## src/hdl/rp_macros.svh

```systemverilog
// width, region decode and housekeeping register map constants
`ifndef RP_MACROS_SVH
`define RP_MACROS_SVH

// data widths
`define RP_ADC_W        14            // converter sample width
`define RP_BUS_W        32            // system bus address and data

// region decoding, addr[22:20] picks one of eight slaves
`define RP_REGIONS      8
`define RP_REGION_LSB   20
`define RP_REGION_MSB   22
`define RP_HK_REGION    0             // housekeeping lives in region 0

// housekeeping map, byte offsets inside the region
`define RP_HK_ID        32'h5250_4b01 // read-only id word
`define RP_OFS_ID       20'h00000
`define RP_OFS_CTRL     20'h00004     // bit 0 is the digital loop
`define RP_OFS_LED      20'h00008
`define RP_OFS_DAC_A    20'h00010
`define RP_OFS_DAC_B    20'h00014
`define RP_OFS_ADC_A    20'h00020     // read only
`define RP_OFS_ADC_B    20'h00024     // read only

`endif

```

## src/hdl/rp_bus_pkg.sv

```systemverilog
// system bus request and response struct types
`default_nettype none

`include "rp_macros.svh"

package rp_bus_pkg;

  // master to slave, wen/ren are single-cycle strobes
  typedef struct packed {
    logic [`RP_BUS_W-1:0] addr;   // byte address, region in 22:20
    logic [`RP_BUS_W-1:0] wdata;  // full word, no byte select
    logic                 wen;    // write strobe
    logic                 ren;    // read strobe
  } sys_req_t;

  // slave to master, everything valid while ack is high
  typedef struct packed {
    logic [`RP_BUS_W-1:0] rdata;
    logic                 err;    // bad offset or write to read-only word
    logic                 ack;    // one cycle per request
  } sys_rsp_t;

endpackage

`default_nettype wire

```

## src/hdl/rp_analog_pkg.sv

```systemverilog
// sample, converter code and channel pair struct types
`default_nettype none

`include "rp_macros.svh"

package rp_analog_pkg;

  typedef logic signed [`RP_ADC_W-1:0] sample_t;  // two's complement
  typedef logic        [`RP_ADC_W-1:0] code_t;    // neg-slope offset binary

  typedef struct packed {
    sample_t a;  // channel 1
    sample_t b;  // channel 2
  } sample_pair_t;

  typedef struct packed {
    code_t a;
    code_t b;
  } code_pair_t;

endpackage

`default_nettype wire

```

## src/hdl/rp_sys_decoder.sv

```systemverilog
// system bus region decoder, strobe masking and response multiplexer
`timescale 1ns/100ps
`default_nettype none

`include "rp_macros.svh"

module rp_sys_decoder (
  input  wire                  adc_clk,
  input  wire                  rst_i,
  input  wire rp_bus_pkg::sys_req_t sys_req_i,  // from the processor side
  output rp_bus_pkg::sys_rsp_t sys_rsp_o,
  output rp_bus_pkg::sys_req_t hk_req_o,        // region 0 slave
  input  wire rp_bus_pkg::sys_rsp_t hk_rsp_i
);

  import rp_bus_pkg::*;

  logic                                        strobe;
  logic [`RP_REGION_MSB-`RP_REGION_LSB:0]      addr_region;  // region of this request
  logic [`RP_REGION_MSB-`RP_REGION_LSB:0]      region_q;     // region of last request
  logic [`RP_REGION_MSB-`RP_REGION_LSB:0]      rsp_region;
  logic [`RP_REGIONS-1:0]                      cs;           // one-hot select
  sys_rsp_t                                    region_rsp [`RP_REGIONS];

  assign strobe      = sys_req_i.wen | sys_req_i.ren;
  assign addr_region = sys_req_i.addr[`RP_REGION_MSB:`RP_REGION_LSB];

  // addr is only valid with the strobe, so remember where a delayed ack comes from
  always_ff @(posedge adc_clk)
  begin
    if (rst_i)
      region_q <= '0;
    else if (strobe)
      region_q <= addr_region;
  end

  assign rsp_region = strobe ? addr_region : region_q;
  assign cs         = {{(`RP_REGIONS-1){1'b0}}, 1'b1} << rsp_region;

  // housekeeping sees only its own strobes
  always_comb
  begin
    hk_req_o     = sys_req_i;
    hk_req_o.wen = sys_req_i.wen & cs[`RP_HK_REGION];
    hk_req_o.ren = sys_req_i.ren & cs[`RP_HK_REGION];
  end

  ////////////////////////////////////////////////////////////
  // response side
  ////////////////////////////////////////////////////////////

  always_comb
  begin
    for (int r = 0; r < `RP_REGIONS; r++)
      region_rsp[r] = '{rdata: '0, err: 1'b0, ack: strobe};  // empty slot, ack at once
    region_rsp[`RP_HK_REGION] = hk_rsp_i;
  end

  always_comb
  begin
    sys_rsp_o = '0;
    for (int r = 0; r < `RP_REGIONS; r++)
      if (cs[r])
        sys_rsp_o = region_rsp[r];  // only one bit set
  end

endmodule

`default_nettype wire

```

## src/hdl/rp_hk_regs.sv

```systemverilog
// housekeeping registers: id, loop control, leds, static dac words, adc readback
`timescale 1ns/100ps
`default_nettype none

`include "rp_macros.svh"

module rp_hk_regs (
  input  wire                               adc_clk,
  input  wire                               rst_i,
  input  wire rp_bus_pkg::sys_req_t         req_i,   // strobes already region masked
  output rp_bus_pkg::sys_rsp_t              rsp_o,
  input  wire rp_analog_pkg::sample_pair_t  adc_i,   // converted samples
  output rp_analog_pkg::sample_pair_t       dac_o,   // static dac words
  output logic                              loop_o,  // digital loop switch
  output logic [7:0]                        led_o
);

  import rp_bus_pkg::*;
  import rp_analog_pkg::*;

  logic [`RP_REGION_LSB-1:0] off;      // offset inside the region
  logic [`RP_BUS_W-1:0]      rd_dat;
  logic                      map_hit;  // offset exists
  logic                      wr_ok;    // offset is writable
  logic                      loop_q;
  logic [7:0]                led_q;
  sample_pair_t              dac_q;
  sample_pair_t              adc_q;    // readback copy
  sys_rsp_t                  rsp_q;

  assign off = req_i.addr[`RP_REGION_LSB-1:0];

  ////////////////////////////////////////////////////////////
  // offset decode and read mux
  ////////////////////////////////////////////////////////////

  always_comb
  begin
    rd_dat  = '0;
    map_hit = 1'b1;
    wr_ok   = 1'b0;
    case (off)
      `RP_OFS_ID:    rd_dat = `RP_HK_ID;
      `RP_OFS_CTRL:
      begin
        rd_dat = {{(`RP_BUS_W-1){1'b0}}, loop_q};
        wr_ok  = 1'b1;
      end
      `RP_OFS_LED:
      begin
        rd_dat = {{(`RP_BUS_W-8){1'b0}}, led_q};
        wr_ok  = 1'b1;
      end
      `RP_OFS_DAC_A:
      begin
        rd_dat = {{(`RP_BUS_W-`RP_ADC_W){dac_q.a[`RP_ADC_W-1]}}, dac_q.a};  // sign extend
        wr_ok  = 1'b1;
      end
      `RP_OFS_DAC_B:
      begin
        rd_dat = {{(`RP_BUS_W-`RP_ADC_W){dac_q.b[`RP_ADC_W-1]}}, dac_q.b};
        wr_ok  = 1'b1;
      end
      `RP_OFS_ADC_A: rd_dat = {{(`RP_BUS_W-`RP_ADC_W){adc_q.a[`RP_ADC_W-1]}}, adc_q.a};
      `RP_OFS_ADC_B: rd_dat = {{(`RP_BUS_W-`RP_ADC_W){adc_q.b[`RP_ADC_W-1]}}, adc_q.b};
      default:       map_hit = 1'b0;  // hole in the map, reads as 0
    endcase
  end

  ////////////////////////////////////////////////////////////
  // writable registers
  ////////////////////////////////////////////////////////////

  always_ff @(posedge adc_clk)
  begin
    if (rst_i)
    begin
      loop_q <= 1'b0;
      led_q  <= '0;
      dac_q  <= '0;
    end
    else if (req_i.wen)
    begin
      case (off)
        `RP_OFS_CTRL:  loop_q  <= req_i.wdata[0];
        `RP_OFS_LED:   led_q   <= req_i.wdata[7:0];
        `RP_OFS_DAC_A: dac_q.a <= req_i.wdata[`RP_ADC_W-1:0];  // low bits only
        `RP_OFS_DAC_B: dac_q.b <= req_i.wdata[`RP_ADC_W-1:0];
        default:       ;                                      // read-only or unmapped
      endcase
    end
  end

  // latest sample, refreshed every cycle
  always_ff @(posedge adc_clk)
  begin
    adc_q <= adc_i;
  end

  // response one cycle after the strobe
  always_ff @(posedge adc_clk)
  begin
    rsp_q.rdata <= req_i.ren ? rd_dat : '0;
    rsp_q.err   <= ~map_hit | (req_i.wen & ~wr_ok);
    if (rst_i)
      rsp_q.ack <= 1'b0;
    else
      rsp_q.ack <= req_i.wen | req_i.ren;
  end

  assign rsp_o  = rsp_q;
  assign dac_o  = dac_q;
  assign loop_o = loop_q;
  assign led_o  = led_q;

endmodule

`default_nettype wire

```

## src/hdl/rp_adc_frontend.sv

```systemverilog
// adc input register, offset binary to two's complement, digital loop select
`timescale 1ns/100ps
`default_nettype none

`include "rp_macros.svh"

module rp_adc_frontend (
  input  wire                               adc_clk,
  input  wire                               rst_i,
  input  wire rp_analog_pkg::code_t         adc_dat_a_i,  // raw pins ch1
  input  wire rp_analog_pkg::code_t         adc_dat_b_i,  // raw pins ch2
  input  wire                               loop_i,       // take dac words instead
  input  wire rp_analog_pkg::sample_pair_t  dac_i,
  output rp_analog_pkg::sample_pair_t       adc_o
);

  import rp_analog_pkg::*;

  localparam code_t MID_CODE = {1'b0, {(`RP_ADC_W-1){1'b1}}};  // converts to 0

  code_pair_t   raw_q;  // io register
  sample_pair_t conv;

  always_ff @(posedge adc_clk)
  begin
    if (rst_i)
      raw_q <= '{a: MID_CODE, b: MID_CODE};
    else
      raw_q <= '{a: adc_dat_a_i, b: adc_dat_b_i};
  end

  // negative slope, keep msb and flip the rest
  assign conv.a = {raw_q.a[`RP_ADC_W-1], ~raw_q.a[`RP_ADC_W-2:0]};
  assign conv.b = {raw_q.b[`RP_ADC_W-1], ~raw_q.b[`RP_ADC_W-2:0]};

  assign adc_o = loop_i ? dac_i : conv;  // digital loopback

endmodule

`default_nettype wire

```

## src/hdl/rp_dac_backend.sv

```systemverilog
// dac two's complement to offset binary, output register and dac reset
`timescale 1ns/100ps
`default_nettype none

`include "rp_macros.svh"

module rp_dac_backend (
  input  wire                               adc_clk,
  input  wire                               rst_i,
  input  wire rp_analog_pkg::sample_pair_t  dac_i,     // signed words
  output rp_analog_pkg::code_pair_t         dac_o,     // to the pins
  output logic                              dac_rst_o
);

  import rp_analog_pkg::*;

  code_pair_t dac_q;
  logic       dac_rst_q;

  ////////////////////////////////////////////////////////////
  // output register, same flip rule as the adc side
  ////////////////////////////////////////////////////////////

  always_ff @(posedge adc_clk)
  begin
    if (rst_i)
      dac_q <= '0;  // pins quiet during reset
    else
    begin
      dac_q.a <= {dac_i.a[`RP_ADC_W-1], ~dac_i.a[`RP_ADC_W-2:0]};
      dac_q.b <= {dac_i.b[`RP_ADC_W-1], ~dac_i.b[`RP_ADC_W-2:0]};
    end
  end

  // converter reset, one register behind the system reset
  always_ff @(posedge adc_clk)
  begin
    dac_rst_q <= rst_i;
  end

  assign dac_o     = dac_q;
  assign dac_rst_o = dac_rst_q;

endmodule

`default_nettype wire

```

## src/hdl/rp_top.sv

```systemverilog
// top level: bus decoder, housekeeping, adc front end and dac back end
`timescale 1ns/100ps
`default_nettype none

module rp_top (
  input  wire                         adc_clk,
  input  wire                         rst_i,
  // adc pins
  input  wire rp_analog_pkg::code_t   adc_dat_a_i,
  input  wire rp_analog_pkg::code_t   adc_dat_b_i,
  // system bus
  input  wire rp_bus_pkg::sys_req_t   sys_req_i,
  output rp_bus_pkg::sys_rsp_t        sys_rsp_o,
  // dac pins, two parallel words
  output rp_analog_pkg::code_t        dac_dat_a_o,
  output rp_analog_pkg::code_t        dac_dat_b_o,
  output logic                        dac_rst_o,
  output logic [7:0]                  led_o
);

  import rp_bus_pkg::*;
  import rp_analog_pkg::*;

  sys_req_t     hk_req;     // region 0 request
  sys_rsp_t     hk_rsp;
  sample_pair_t dac_words;  // from the register block
  sample_pair_t adc_smp;    // converted or looped back
  code_pair_t   dac_codes;
  logic         loop;

  ////////////////////////////////////////////////////////////
  // bus side
  ////////////////////////////////////////////////////////////

  rp_sys_decoder i_dec (
    .adc_clk   (adc_clk),
    .rst_i     (rst_i),
    .sys_req_i (sys_req_i),
    .sys_rsp_o (sys_rsp_o),
    .hk_req_o  (hk_req),
    .hk_rsp_i  (hk_rsp)
  );

  rp_hk_regs i_hk (
    .adc_clk (adc_clk),
    .rst_i   (rst_i),
    .req_i   (hk_req),
    .rsp_o   (hk_rsp),
    .adc_i   (adc_smp),
    .dac_o   (dac_words),
    .loop_o  (loop),
    .led_o   (led_o)
  );

  ////////////////////////////////////////////////////////////
  // analog side
  ////////////////////////////////////////////////////////////

  rp_adc_frontend i_adc (
    .adc_clk     (adc_clk),
    .rst_i       (rst_i),
    .adc_dat_a_i (adc_dat_a_i),
    .adc_dat_b_i (adc_dat_b_i),
    .loop_i      (loop),
    .dac_i       (dac_words),  // loopback path
    .adc_o       (adc_smp)
  );

  rp_dac_backend i_dac (
    .adc_clk   (adc_clk),
    .rst_i     (rst_i),
    .dac_i     (dac_words),
    .dac_o     (dac_codes),
    .dac_rst_o (dac_rst_o)
  );

  assign dac_dat_a_o = dac_codes.a;
  assign dac_dat_b_o = dac_codes.b;

endmodule

`default_nettype wire

```

## config.mk

```make
export PLATFORM = sky130hd
export DESIGN_NAME = rp_top
export DESIGN_NICKNAME = d
export VERILOG_FILES = /design/src/hdl/rp_bus_pkg.sv /design/src/hdl/rp_analog_pkg.sv /design/src/hdl/rp_sys_decoder.sv /design/src/hdl/rp_hk_regs.sv /design/src/hdl/rp_adc_frontend.sv /design/src/hdl/rp_dac_backend.sv /design/src/hdl/rp_top.sv
export VERILOG_INCLUDE_DIRS = /design/src /design/src/hdl
export SDC_FILE = /design/constraint.sdc
export NUM_CORES = 1
export LEC_CHECK = 0
export ABC_AREA = 1
export BUFFER_PORTS_ARGS = -buffer_cell sky130_fd_sc_hd__buf_2
export CORE_MARGIN = 2
export CORE_UTILIZATION = 50
export DETAILED_ROUTE_END_ITERATION = 8
export PLACE_DENSITY = 0.83
export SKIP_LAST_GASP = 1
export SYNTH_ARGS = -nofsm -noshare
export SYNTH_HDL_FRONTEND = slang
export SYNTH_SLANG_ARGS = --single-unit
```

## constraint.sdc

```tcl
create_clock -name adc_clk -period 1.8 [get_ports adc_clk]
set_input_delay 0.09 -clock adc_clk [delete_from_list [all_inputs] [get_ports adc_clk]]
set_output_delay 0.09 -clock adc_clk [all_outputs]
set_load 0.05 [all_outputs]
```

# Word level (Yosys, flattened, before mapping)
# Index checks and enable logic that the tools add are counted.
[word_totals]
wordCells = 54
regBits = 159
out_inout_bits = 71
in_bits = 96
[classes]
muxes = 13
reduce_logical = 7
bitwise_logic = 12
n_shift = 1
eq_ne = 6
[ops]
columns = ["cell", "count"]
rows = [
  ["2-to-1 mux 34 bit", 8],
  ["one-hot mux 32 bit (7 select lines)", 1],
  ["NOT 13 bit", 4],
  ["equality test 20 x 5 -> 1 bit (second input constant)", 2],
  ["equality test 20 x 6 -> 1 bit (second input constant)", 2],
  ["2-to-1 mux 28 bit", 1],
  ["equality test 20 x 3 -> 1 bit (second input constant)", 1],
  ["equality test 20 x 4 -> 1 bit (second input constant)", 1],
  ["logical NOT 20 bit", 1],
  ["AND reduction 2 bit", 4],
  ["left shift 1 x 3 -> 8 bit (first input constant)", 1],
  ["OR reduction 7 bit", 1],
  ["OR reduction 4 bit", 1],
  ["bitwise AND 1 bit", 3],
  ["2-to-1 mux 3 bit", 1],
  ["OR 1 bit", 3],
  ["2-to-1 mux 1 bit", 2],
  ["NOT 1 bit", 2],
]

# Longest topological paths before layout
[logic_depth]
depth_word = 11
depth_mapped = 11
mapped_depth_nobuf = 10

# Cells and area by module
# A second synthesis with hierarchy kept.
[hier_totals]
cells_unflattened = 769
area_unflattened_um2 = 6144.6
[modules_own_cells]
columns = ["module", "seq_area_each_um2", "instances", "area_each_um2", "cells_each"]
rows = [
  ["rp_hk_regs", 1641.6, 1, 3316.9, 418],
  ["rp_adc_frontend", 560.5, 1, 1071.0, 125],
  ["rp_sys_decoder", 60.1, 1, 952.2, 164],
  ["rp_dac_backend", 580.6, 1, 804.5, 62],
]

# Least setup slack after synthesis
# No wires, ideal clock.
[synth_timing]
path_type = "register to output"
from = "reg i_dec.region_q[0]"
to = "out sys_rsp_o[17] (netlist bit)"
slack_ns = -0.644
stages_incl_launch_ff = 9
n_path_buf = 3
required_time_ns = 1.710
arrival_time_ns = 2.354
cell_sequence = "dfxtp_1 -> inv_1 -> nand2_1 -> o21ai_2 -> nand3_4 -> buf_4 -> clkbuf_1 -> nor2_1 -> buf_4"
[synth_lines]
columns = ["element", "line_no", "source"]
rows = [
  ["start, declared", "rp_sys_decoder.sv:20", "logic [`RP_REGION_MSB-`RP_REGION_LSB:0] region_q;"],
  ["start signal, assigned", "rp_sys_decoder.sv:34", "region_q <= addr_region;"],
  ["end, declared", "rp_top.sv:13", "output rp_bus_pkg::sys_rsp_t sys_rsp_o,"],
]

==> run_summary.xml <==
<?xml version="1.0" encoding="UTF-8"?>
<metrics>
  <group name="sta">
    <metric name="slew-limit-headroom" unit="%">65.6</metric>
    <metric name="finalHoldViolations" unit="">0</metric>
    <metric name="rsz0062_at_grt" unit="">yes</metric>
    <metric name="slew_viol_final" unit="">0</metric>
    <metric name="worst_slew_pin_slew" unit="ps">514</metric>
    <metric name="finalSetupViolations" unit="">26</metric>
    <metric name="whs" unit="ps">67.1</metric>
    <metric name="min_period" unit="ps">1860</metric>
    <metric name="tcrit_tclk_final" unit="%">103</metric>
    <metric name="layout_setup_ws" unit="ps">-60.1</metric>
    <metric name="post_route_skew" unit="ps">9.94</metric>
    <metric name="max_freq" unit="MHz">538</metric>
  </group>
  <group name="clock_tree">
    <metric name="htreeDepth" unit="">4</metric>
    <metric name="numCtsBuffers" unit="">17</metric>
    <metric name="insertion_delay" unit="ps">530</metric>
    <metric name="number_of_buffers_on_the_longest_clock_path" unit="">2</metric>
    <metric name="cts.reportedPaths.clkPinSlew" unit="ps">60</metric>
    <metric name="cts_tree" unit="">done</metric>
    <metric name="cts_root_buffer" unit="">clkbuf_8</metric>
    <metric name="cts_sinks" unit="">142</metric>
  </group>
  <group name="setup_path">
    <metric name="timing_worst_setup_path_type" unit="">register to primary output</metric>
    <metric name="worstPathMaxFanout" unit="">8</metric>
    <metric name="worst_setup_path_start_kind" unit="">register</metric>
    <metric name="critPathMaxStageDelay" unit="ps">320</metric>
    <metric name="timing.rr.end" unit="">i_hk.dac_o[14]$_SDFFE_PP0P_</metric>
    <metric name="cp_slowest_cell" unit="">dfxtp_2</metric>
    <metric name="r2r_depth" unit="">9</metric>
    <metric name="r2r_slack" unit="ps">-10</metric>
    <metric name="critical_path.cell_chain" unit="">inv_2 -&gt; nand2_2 -&gt; o21ai_4 -&gt; nand3_4 -&gt; buf_4 -&gt; nor2_2 -&gt; buf_6</metric>
    <metric name="timing.critical_path.to_type" unit="">primary output</metric>
    <metric name="crit_path_end" unit="">sys_rsp_o[1]</metric>
    <metric name="worst_setup_path_startpoint" unit="">i_dec.region_q[2]$_SDFF_PP0_</metric>
    <metric name="data_arrival_critical_path" unit="ps">1770</metric>
    <metric name="timing.rr.start" unit="">i_dec.region_q[2]$_SDFF_PP0_</metric>
    <metric name="critical_path_required" unit="ps">1710</metric>
  </group>
  <group name="power">
    <metric name="seq_power_share" unit="%">44.8</metric>
    <metric name="net_switching" unit="uW">1710</metric>
    <metric name="power.combinational.fraction" unit="%">7.9</metric>
    <metric name="finalPower" unit="uW">7310</metric>
    <metric name="static_leak" unit="uW">0.00333</metric>
    <metric name="internal_power" unit="uW">5610</metric>
    <metric name="pwr_dens" unit="nW/um2">982</metric>
    <metric name="worst_ir_drop_vdd" unit="V">0.000572</metric>
    <metric name="power.clock.fraction" unit="%">47.3</metric>
    <metric name="power.switching_fraction" unit="%">23.3</metric>
  </group>
  <group name="routing">
    <metric name="wl_per_cell" unit="um">15.8</metric>
    <metric name="initial_drt_markers" unit="">625</metric>
    <metric name="viasPerCell" unit="">5.20</metric>
    <metric name="first_pass_iters" unit="">9</metric>
    <metric name="vias_post_dr" unit="">5149</metric>
    <metric name="final_wirelength" unit="mm">15.6</metric>
    <metric name="postRouteAntennaNets" unit="">0</metric>
    <metric name="drcViolationCount" unit="">0</metric>
  </group>
  <group name="layout">
    <metric name="nNetsFinal" unit="">937</metric>
    <metric name="area_delta_synth_final" unit="%">43.6</metric>
    <metric name="finalInstanceArea" unit="um2">7450</metric>
    <metric name="fill_cells" unit="">654</metric>
    <metric name="final_instance_count_without_filler_cells" unit="">991</metric>
    <metric name="drive_above_1_share" unit="%">31.4</metric>
  </group>
  <group name="global_route">
    <metric name="globalRoute.totalOverflow" unit="">0</metric>
    <metric name="gr-usage-met3" unit="%">8.53</metric>
    <metric name="first_pass_grt_wire_length" unit="mm">23.4</metric>
    <metric name="met2_usage" unit="%">43.9</metric>
    <metric name="grt_max_degree" unit="">49</metric>
    <metric name="global_route.peak_usage_layer" unit="">met2</metric>
    <metric name="grt_use_total" unit="%">26.7</metric>
    <metric name="first_global_vias" unit="">4814</metric>
    <metric name="number_of_antenna_violations_at_the_first_check_in_global_routing" unit="">0</metric>
    <metric name="gr_layer_usage_met1" unit="%">31.7</metric>
  </group>
  <group name="logic_synthesis">
    <metric name="syn_area" unit="um2">5180</metric>
    <metric name="synth.distinct_cells" unit="">25</metric>
    <metric name="synthesis.area_per_instance" unit="um2">7.90</metric>
    <metric name="synth_fp_nets" unit="">752</metric>
    <metric name="synth_sequential_area_ratio" unit="%">54.8</metric>
    <metric name="synth_edf_count" unit="">0</metric>
    <metric name="ffs_w_async_s_r_synth" unit="%">0</metric>
    <metric name="synth_largest_area_cell" unit="">dfxtp_1</metric>
    <metric name="yosys_warnings" unit="">0</metric>
    <metric name="synthTopCellsByCount" unit="">nor2_1, dfxtp_1, nand2_1, o21ai_0, inv_1</metric>
    <metric name="dominantRegCellSynth" unit="">dfxtp_1</metric>
    <metric name="post_synth_main_area_contributors" unit="">dfxtp_1, nor2_1, nand2_1</metric>
    <metric name="yosys_register_bits" unit="">142</metric>
    <metric name="synth_top_cell_area_share" unit="%">54.8</metric>
    <metric name="netlist_instances" unit="">656</metric>
    <metric name="synth.most_common_cell" unit="">nor2_1</metric>
  </group>
  <group name="place">
    <metric name="dp_cells" unit="">902</metric>
    <metric name="placer_s_final_routability_congestion_estimate" unit="">0.854</metric>
    <metric name="post_dp_cell_area" unit="um2">5930</metric>
    <metric name="dp.final_hpwl" unit="mm">8.48</metric>
    <metric name="port_buffers" unit="">139</metric>
  </group>
  <group name="status">
    <metric name="violations" unit="">negative setup slack</metric>
    <metric name="run_status" unit="">finished with violations</metric>
  </group>
  <group name="floorplanning">
    <metric name="top_level_ports" unit="">167</metric>
    <metric name="initial_utilization" unit="%">50.9</metric>
    <metric name="cell_row_count" unit="">37</metric>
    <metric name="fp.dieArea" unit="um2">11200</metric>
    <metric name="chipWidth" unit="um">106</metric>
    <metric name="die_y" unit="um">106</metric>
    <metric name="floorplan.core_area" unit="um2">10200</metric>
  </group>
  <group name="job">
    <metric name="max_cap_viol_count" unit="">0</metric>
  </group>
  <group name="worst_hold_path">
    <metric name="worst_hold_path_type" unit="">input pin to register</metric>
  </group>
</metrics>
==> cell type report <==
class                      count  area (um2)  share of cell area [%]
sequential                   142        2840                    38.2
clock inverter                13         165                    2.22
tap                          136         170                    2.29
multi-input combinational    428        2030                    27.3
timing repair buffer         209        1640                    22.1
clock buffer                  19         422                    5.66
inverter                      43         165                    2.22
antenna                        1        2.50                  0.0336
==> power by group through the flow <==
stage               logic (uW)  clock network [uW]  registers [uW]
floorplan                  155                   0            3450
global placement           411                   0            3340
detailed placement         419                   0            3340
CTS                        540                3460            3270
global route               616                3620            3280
finish                     579                3460            3280
==> cells in the final DEF (no fill, tap or decap), types with 2 or more instances in the layout <==
master         instances
buf_4                 18
clkinvlp_4             3
o21ai_4                3
bufinv_16              3
o21ai_0               43
nand2_2                5
a21oi_1                4
nor2_4                 8
or2_2                 26
buf_6                 30
o21ai_2                3
nand3_1               17
inv_1                 36
nand2_1              114
nand4_1                6
nor2_1               154
nand3_4                2
nor2_2                17
clkinv_4               2
nand3b_1               2
dlygate4sd3_1         47
clkinv_2               4
o21ai_1               18
dfxtp_1              141
buf_12                 8
inv_2                  5
nand2_4                2
clkbuf_1               2
buf_2                105
clkbuf_16             16
==> repair_timing <==
action                                  CTS  global route
gates resized for setup                  47            56
buffers inserted                          3             5
hold buffers                             47             0
gates cloned                              2             0
endpoints found under the setup margin   34            65
pin swaps                                 3             5
endpoints found under the hold margin    76             0
==> critical path: cells and delay by family (launching register included) <==
family / cells / cell delay [ps]
buffers and inverters: 3 / 400
AND/OR/NAND/NOR: 3 / 380
flip-flops: 1 / 320
AO/OA/AOI/OAI: 1 / 130
==> how the worst min path moves through the flow <==
stage	startpoint	end	depth (start not counted)
after floorplan	rst_i	i_dac.dac_rst_o$_DFF_P_	0
after global placement	adc_dat_b_i[6]	i_adc.raw_q[6]$_SDFF_PP1_	2
after detailed placement	adc_dat_a_i[6]	i_adc.raw_q[20]$_SDFF_PP1_	2
after CTS	sys_req_i[0]	i_dec.region_q[0]$_SDFF_PP0_	5
after global routing	sys_req_i[1]	i_hk.rsp_o[0]$_SDFF_PP0_	5
final	sys_req_i[0]	i_dec.region_q[0]$_SDFF_PP0_	5
==> routing by layer <==
layer  wire length, um  vias to the layer above  part of all wire, %
met2              7300                      373                   47
met1              5860                     2285                   38
li1                  -                     2394                    -
met5                 0                        -                    0
met3              1530                       97                  9.8
met4               945                        0                  6.0
==> flip-flops by register name, summed over array words and instances (netlist names) <==
name and count:
i_hk.rsp_o 17, i_dac.dac_rst_o 1, i_adc.raw_q 26, i_hk.dac_o 28, i_dec.region_q 3, i_dac.dac_o 28, i_hk.loop_o 1, i_hk.adc_q 28
i_adc.conv 2, i_hk.led_o 8
==> kinds of logic (layout without fill, tap and decap cells) <==
| group | count (synthesis) | in the layout | synth area share (%) |
|---|---|---|---|
| DFF | 142 | 142 | 54.8 |
| and+or+nand+nor | 355 | 357 | 29.7 |
| AOI/OAI and AO/OA | 71 | 71 | 7.07 |
| buffers and inverters | 88 | 284 | 8.37 |
| other | 0 | 1 | 0 |
==> stage by stage <==
stage	TNS [ps]	util (%)	setup WS [ps]
3_3_place_gp	0	58.2	192
6_report	-975	73.1	-60.1
5_1_grt	-3300	73.1	-148
3_5_place_dp	0	58.2	144
2_1_floorplan	-107	-	-8.96
4_1_cts	-1050	70.6	-72.7
No activity file was read; power rests on OpenSTA's default activity.
